**config.mk**
```make
export PLATFORM = sky130hd
export DESIGN_NAME = btac
export DESIGN_NICKNAME = d
export VERILOG_FILES = /design/src/source/btac_pkg.sv /design/src/source/btb_ram.sv /design/src/source/btac_lookup.sv /design/src/source/btac_resolve_slot.sv /design/src/source/btac_update_merge.sv /design/src/source/btac.sv
export SDC_FILE = /design/constraint.sdc
export NUM_CORES = 2
export LEC_CHECK = 0
export BUFFER_PORTS_ARGS = -buffer_cell sky130_fd_sc_hd__buf_2
export CAP_MARGIN = 30
export CELL_PAD_IN_SITES_DETAIL_PLACEMENT = 0
export CELL_PAD_IN_SITES_GLOBAL_PLACEMENT = 1
export CORE_MARGIN = 2
export CORE_UTILIZATION = 45
export CTS_CLUSTER_DIAMETER = 150
export DETAILED_ROUTE_END_ITERATION = 10
export PLACE_DENSITY_LB_ADDON = 0.3
export SKIP_CTS_REPAIR_TIMING = 1
export SLEW_MARGIN = 20
export SYNTH_ARGS = -nofsm -noshare
export SYNTH_HDL_FRONTEND = slang
export SYNTH_SLANG_ARGS = --single-unit
```
**constraint.sdc**
```tcl
create_clock -name clock -period 14.45 [get_ports clock]
set_input_delay 2.89 -clock clock [delete_from_list [all_inputs] [get_ports clock]]
set_output_delay 2.89 -clock clock [all_outputs]
set_load 0.1 [all_outputs]
```
**src/source/btac_pkg.sv**
```systemverilog
package btac_pkg;

  // Buffer geometry. Bit 0 of the PC is never used, so the index starts at bit 1.
  localparam int btb_entries = 64;
  localparam int btb_index_w = 6;
  localparam int btb_tag_w = 25;

  typedef struct packed {
    logic [btb_tag_w-1:0] tag;
    logic [31:0]          target;
    logic [1:0]           sat;
  } btb_entry_t;

  typedef struct packed {
    logic        taken;
    logic [31:0] taddr;
    logic [1:0]  tsat;
  } pred_t;

  typedef struct packed {
    logic [31:0] pc0;
    logic [31:0] pc1;
  } fetch_req_t;

  // The jump bit is the resolved direction, the pred field is what fetch predicted.
  typedef struct packed {
    logic        jal;
    logic        branch;
    logic        jump;
    logic [31:0] pc;
    logic [31:0] addr;
    logic [31:0] npc;
    pred_t       pred;
  } resolve_req_t;

  typedef struct packed {
    logic                   wen;
    logic [btb_index_w-1:0] waddr;
    btb_entry_t             wdata;
  } btb_write_t;

  typedef struct packed {
    logic                   wreq;
    logic [btb_index_w-1:0] widx;
    btb_entry_t             wentry;
    logic                   miss;
    logic [31:0]            maddr;
  } slot_result_t;

  typedef struct packed {
    logic        miss;
    logic [31:0] maddr;
  } redirect_t;

  typedef enum logic [2:0] {
    outcome_none,
    outcome_correct,
    outcome_wrong_target,
    outcome_false_taken,
    outcome_missed_taken
  } outcome_e;

endpackage

```
**src/source/btb_ram.sv**
```systemverilog
`timescale 1ns/1ns

module btb_ram
  import btac_pkg::*;
(
  input  logic                   clock,
  input  logic [btb_index_w-1:0] raddr0_i,
  input  logic [btb_index_w-1:0] raddr1_i,
  input  btb_write_t             write_i,
  output btb_entry_t             rdata0_o,
  output btb_entry_t             rdata1_o
);

  // Contents start at zero and survive reset.
  btb_entry_t mem [btb_entries] = '{default: '0};

  logic [btb_index_w-1:0] raddr0_q = '0;
  logic [btb_index_w-1:0] raddr1_q = '0;

  always_ff @(posedge clock) begin
    raddr0_q <= raddr0_i;
    raddr1_q <= raddr1_i;
    if (write_i.wen) begin
      mem[write_i.waddr] <= write_i.wdata;
    end
  end

  // The array is read through the registered addresses, so a write at the same
  // edge is already visible in the next cycle.
  assign rdata0_o = mem[raddr0_q];
  assign rdata1_o = mem[raddr1_q];

endmodule

```
**src/source/btac_lookup.sv**
```systemverilog
`timescale 1ns/1ns

module btac_lookup
  import btac_pkg::*;
(
  input  logic                   clock,
  input  logic                   reset,
  input  logic                   clear_i,
  input  logic                   stall_i,
  input  fetch_req_t             fetch_i,
  output logic [btb_index_w-1:0] raddr0_o,
  output logic [btb_index_w-1:0] raddr1_o,
  input  btb_entry_t             rdata0_i,
  input  btb_entry_t             rdata1_i,
  output pred_t                  pred0_o,
  output pred_t                  pred1_o
);

  fetch_req_t pc_q;
  logic       blank;

  // A hit needs the full tag to match and the counter to lean towards taken.
  function automatic pred_t predict(btb_entry_t entry, logic [31:0] pc);
    pred_t p;
    p.taken = (entry.tag == pc[31:btb_index_w+1]) && entry.sat[1];
    p.taddr = entry.target;
    p.tsat = entry.sat;
    return p;
  endfunction

  always_ff @(posedge clock) begin
    if (!reset) begin
      pc_q <= '0;
    end else if (!clear_i) begin
      pc_q <= fetch_i;
    end
  end

  // While cleared, the buffer keeps reading the held PCs so its address
  // register stays in step with pc_q.
  assign raddr0_o = clear_i ? pc_q.pc0[btb_index_w:1] : fetch_i.pc0[btb_index_w:1];
  assign raddr1_o = clear_i ? pc_q.pc1[btb_index_w:1] : fetch_i.pc1[btb_index_w:1];

  assign blank = stall_i || clear_i;

  assign pred0_o = blank ? '0 : predict(rdata0_i, pc_q.pc0);
  assign pred1_o = blank ? '0 : predict(rdata1_i, pc_q.pc1);

endmodule

```
**src/source/btac_resolve_slot.sv**
```systemverilog
`timescale 1ns/1ns

module btac_resolve_slot
  import btac_pkg::*;
(
  input  resolve_req_t req_i,
  input  logic         clear_i,
  output slot_result_t result_o
);

  outcome_e   outcome;
  logic [1:0] new_sat;
  logic       taken_write;

  always_comb begin
    outcome = outcome_none;
    if (req_i.pred.taken) begin
      if (req_i.jump) begin
        if (req_i.addr != req_i.pred.taddr) begin
          outcome = outcome_wrong_target;
        end else begin
          outcome = outcome_correct;
        end
      end else if (req_i.branch) begin
        outcome = outcome_false_taken;
      end
    end else if (req_i.jump) begin
      outcome = outcome_missed_taken;
    end
  end

  // The two-bit saturating counter moves with the resolved direction.
  always_comb begin
    if (req_i.jump) begin
      new_sat = (&req_i.pred.tsat) ? req_i.pred.tsat : req_i.pred.tsat + 2'd1;
    end else begin
      new_sat = (|req_i.pred.tsat) ? req_i.pred.tsat - 2'd1 : req_i.pred.tsat;
    end
  end

  assign taken_write = (req_i.jal || req_i.branch) && req_i.jump;

  always_comb begin
    result_o = '0;
    result_o.widx = req_i.pc[btb_index_w:1];
    result_o.wentry.tag = req_i.pc[31:btb_index_w+1];
    result_o.wentry.target = req_i.jump ? req_i.addr : req_i.pred.taddr;
    result_o.wentry.sat = new_sat;
    if (!clear_i) begin
      // A wrongly predicted branch is written back too, so its counter can fall.
      result_o.wreq = taken_write || (outcome == outcome_false_taken);
      case (outcome)
        outcome_wrong_target, outcome_missed_taken: begin
          result_o.miss = 1'b1;
          result_o.maddr = req_i.addr;
        end
        outcome_false_taken: begin
          result_o.miss = 1'b1;
          result_o.maddr = req_i.npc;
        end
        default: begin
          result_o.miss = 1'b0;
          result_o.maddr = '0;
        end
      endcase
    end
  end

endmodule

```
**src/source/btac_update_merge.sv**
```systemverilog
`timescale 1ns/1ns

module btac_update_merge
  import btac_pkg::*;
(
  input  logic         clock,
  input  logic         reset,
  input  slot_result_t result0_i,
  input  slot_result_t result1_i,
  output btb_write_t   write_o,
  output logic         hazard0_o,
  output logic         hazard1_o,
  output redirect_t    redirect_o
);

  redirect_t redirect_q;

  // The buffer has one write port, so slot 0 takes it whenever it asks.
  assign write_o.wen = result0_i.wreq || result1_i.wreq;
  assign write_o.waddr = result0_i.wreq ? result0_i.widx : result1_i.widx;
  assign write_o.wdata = result0_i.wreq ? result0_i.wentry : result1_i.wentry;

  assign hazard0_o = result0_i.miss;
  assign hazard1_o = result1_i.miss;

  always_ff @(posedge clock) begin
    if (!reset) begin
      redirect_q.miss <= 1'b0;
    end else begin
      redirect_q.miss <= result0_i.miss || result1_i.miss;
    end
  end

  // The older instruction in slot 0 decides where fetch restarts.
  always_ff @(posedge clock) begin
    redirect_q.maddr <= result0_i.miss ? result0_i.maddr : result1_i.maddr;
  end

  assign redirect_o = redirect_q;

endmodule

```
**src/source/btac.sv**
```systemverilog
`timescale 1ns/1ns

module btac
  import btac_pkg::*;
(
  input  logic         clock,
  input  logic         reset,
  input  logic         clear_i,
  input  logic         stall_i,
  input  fetch_req_t   fetch_i,
  input  resolve_req_t resolve0_i,
  input  resolve_req_t resolve1_i,
  output pred_t        pred0_o,
  output pred_t        pred1_o,
  output logic         hazard0_o,
  output logic         hazard1_o,
  output redirect_t    redirect_o
);

  logic [btb_index_w-1:0] raddr0;
  logic [btb_index_w-1:0] raddr1;
  btb_entry_t             rdata0;
  btb_entry_t             rdata1;
  btb_write_t             btb_write;
  slot_result_t           result0;
  slot_result_t           result1;

  btb_ram u_btb_ram (
    .clock    (clock),
    .raddr0_i (raddr0),
    .raddr1_i (raddr1),
    .write_i  (btb_write),
    .rdata0_o (rdata0),
    .rdata1_o (rdata1)
  );

  btac_lookup u_lookup (
    .clock    (clock),
    .reset    (reset),
    .clear_i  (clear_i),
    .stall_i  (stall_i),
    .fetch_i  (fetch_i),
    .raddr0_o (raddr0),
    .raddr1_o (raddr1),
    .rdata0_i (rdata0),
    .rdata1_i (rdata1),
    .pred0_o  (pred0_o),
    .pred1_o  (pred1_o)
  );

  btac_resolve_slot u_slot0 (
    .req_i    (resolve0_i),
    .clear_i  (clear_i),
    .result_o (result0)
  );

  btac_resolve_slot u_slot1 (
    .req_i    (resolve1_i),
    .clear_i  (clear_i),
    .result_o (result1)
  );

  btac_update_merge u_merge (
    .clock      (clock),
    .reset      (reset),
    .result0_i  (result0),
    .result1_i  (result1),
    .write_o    (btb_write),
    .hazard0_o  (hazard0_o),
    .hazard1_o  (hazard1_o),
    .redirect_o (redirect_o)
  );

endmodule

```
==> summary.txt <==
Run status
  – Outcome: completed

Synthesis
  – Avg Synthesized Cell Area: 20.4 um^2
  – Yosys top cell area share: 62.6%
  – Async SR Flop Fraction: 0%
  – YS warnings: 0
  – Mapped Nets: 9211
  – Post-Syn Instances: 8875
  – Synth Flop Type: edfxtp_1
  – Dominant cell type by area after synthesis: edfxtp_1
  – Top post-synthesis cells by area: edfxtp_1 (63%), mux4_2 (26%), mux2i_1 (1.9%), dfxtp_1 (1.2%), nand2_1 (0.81%)
  – Synthesized area: 181000 um^2
  – Cell variety after synth: 76
  – Post-synthesis sequential area ratio: 63.8%
  – Post-synth EDFFs: 3776
  – Number of synthesized register bits: 3883

Clock tree
  – CTS clk-pin slew, worst paths: 0.06 ns
  – Worst-skew pair later-pin latency: 1.00 ns
  – CTS sink count: 3883
  – CTS Buffer Depth: 4
  – Clk root buf: clkbuf_16
  – CTS tree: yes
  – Cts bufs inserted: 419
  – CTS H-tree lvls: 5

Detailed routing
  – TritonRoute pass-1 iters: 7
  – Via density per instance: 7.26
  – WL per Instance: 43.4 um
  – Drt total wl: 654000 um
  – Drt drc: 0
  – Via Count: 109k
  – Antenna Nets Post-Route: 0
  – 1st-iter DRT viols: 19.9k

STA
  – Max-slew headroom: 27.1%
  – RSZ-0062 raised after global routing: false
  – Hold Vio Cnt, Final: 0
  – Post-route clock period utilization: 72.6%
  – Tightest Pin Transition: 1.09 ns
  – Clock Skews: 0.00270 ns
  – Slew Viols, Final: 0
  – Peak Freq: 0.0953 GHz
  – Endpoints failing setup: 0
  – TNS Setup: 0 ns
  – Hold Slack: 0.472 ns
  – Tmin final: 10.49 ns

Die
  – Die Y: 638 um
  – Die W: 638 um
  – Die area: 407000 um^2
  – Core area: 400000 um^2
  – Io pins: 441
  – Core Rows: 232
  – Initial Util: 45.3%

Worst setup path
  – R2r setup slk: 13.22 ns
  – Worst path arrival time: 7.60 ns
  – Worst R2R Start: u_lookup.pc_q[57]
  – Crit path largest cell delay: 0.80 ns
  – Crit-path max FO: 79
  – Crit end category: primary output
  – R2R Path End: u_lookup.pc_q[57]
  – Crit path kind: register to primary output
  – Critical Path Start Type: register
  – Crit-path cells: buf_4 -> buf_12 -> mux4_2 -> mux4_2 -> a211o_1 -> nor4_1 -> o211ai_1 -> or4_1 -> or4_1 -> nor4_1 -> buf_2
  – Slowest stage cell, crit path: or4_1
  – WP data required: 11.56 ns
  – Register-to-Register Path Depth: 2

Power
  – Leakage: 64.2 nW
  – VDD IR max: 105 uV
  – Cell area power density: 133 nW/um^2

Flow run
  – Total of max-cap violations: 0

Global routing
  – GRT Util Overall: 31.7%
  – Overflow after GRT: 0
  – Largest net degree at the start of global routing: 128
  – Vias in the first global route: 108k
  – Initial antenna violation count: 37
  – First-pass GRT wire length: 888000 um

Placed design
  – Placer Congestion: 0.906
  – IO Port Bufs: 436
  – Post-DP HPWL: 384000 um

Hold path
  – HP Start: u_lookup.pc_q[3]
  – Hold Path Class: register to register
  – Hold depth: 1

Finish
  – Fraction of layout instances using a drive strength above 1: 38.8%
  – Area grow syn2layout: 13.6%
  – Nets: 9766
  – Final core occ: 51.4%
[worst max-delay path by stage]
| stage | start | end | slack, ns | cells after the start |
|---|---|---|---|---|
| 3_3_place_gp | clear_i | pred1_o[34] | 4.44 | 9 |
| 3_5_place_dp | clear_i | pred1_o[34] | 4.44 | 9 |
| 5_1_grt | register | pred1_o[34] | 3.77 | 11 |
| 4_1_cts | register | pred1_o[24] | 3.83 | 10 |
| 6_report | register | pred1_o[34] | 3.96 | 11 |
| 2_1_floorplan | clear_i | pred0_o[34] | 0.92 | 7 |
[cells in the final DEF (no fill, tap or decap), types with 81 or more instances in the layout]
master / Yosys / layout
edfxtp_1: 3776 / 3776
dfxtp_1: 107 / 95
clkbuf_16: 0 / 424
buf_4: 40 / 321
clkinv_1: 1 / 90
a22oi_1: 149 / 149
mux2i_1: 340 / 340
nand2_1: 391 / 390
nor2_1: 157 / 85
clkinv_2: 0 / 81
buf_2: 157 / 435
mux4_2: 2113 / 2113
a21oi_1: 128 / 94
nor2b_1: 110 / 103
mux2_2: 91 / 81
[final cells by class]
type                       instances  area (um^2)
tap                             5265         6590
clock inverter                   266         2850
inverter                          14         87.6
timing repair buffer             827         6150
multi-input combinational       4285        63400
fill                           31400       194000
antenna                           20         50.0
clock buffer                     505        11000
sequential                      3883       116000
[flip-flops by register name, summed over array words and instances, names as in the netlist, named ones only]
signal,count
u_merge.redirect_o,33
u_lookup.pc_q,62
u_btb_ram.mem,3776
[synth_stat cells (107+ instances only)]
cell type,n
edfxtp_1,3776
mux4_2,2113
nand2_1,391
mux2i_1,340
clkbuf_1,338
buf_2,157
nor2_1,157
a22oi_1,149
buf_1,143
a21oi_1,128
nor2b_1,110
dfxtp_1,107
[power by group]
group / leakage, nW / internal, mW / total, mW / switching, mW
sequential: 34.9 / 12.7 / 12.8 / 0.102
combinational: 22.6 / 1.37 / 3.54 / 2.18
clock: 6.74 / 6.36 / 11.0 / 4.59
total: 64.2 / 20.4 / 27.3 / 6.87
[cell families (layout without fill, tap and decap cells)]
kind of cell             Yosys count  after routing  share of synthesized area [%]
XOR/XNOR                         106            106                          0.517
AND/OR/NAND/NOR                  947            947                           2.49
AO/OA/AOI/OAI                    682            682                           2.69
other                              0             20                              0
buffers and inverters            707           1612                           1.72
multiplexers                    2547           2547                           28.8
flip-flops                      3883           3883                           63.8
adder cells (fa/ha/maj)            3              3                         0.0166
[metrics by stage]
stage | cell area [um^2] | power, mW | setup slack (ns) | cells
detailed placement | 192000 | 16.5 | 4.44 | 14300
global placement | 191000 | 16.4 | 4.44 | 14200
floorplan | 181000 | 15.2 | 0.916 | 8875
finish | 206000 | 27.3 | 3.96 | 15100
CTS | 205000 | 27.3 | 3.83 | 15000
global route | 206000 | 27.9 | 3.77 | 15000
[critical path: cells and delay by family (launching register included)]
family | cells | cell delay (ns)
compound gates | 2 | 0.57
buf+inv | 3 | 1.72
flops | 1 | 0.77
mux | 2 | 1.10
simple gates | 4 | 2.32
[routing by layer]
layer	GRT usage (%)	routed length [um]
met3	8.19	85600
met5	0	111
met2	48.2	299000
met4	12.3	30100
met1	44.0	239000
Note: power is estimated with default switching activity, not from simulation.
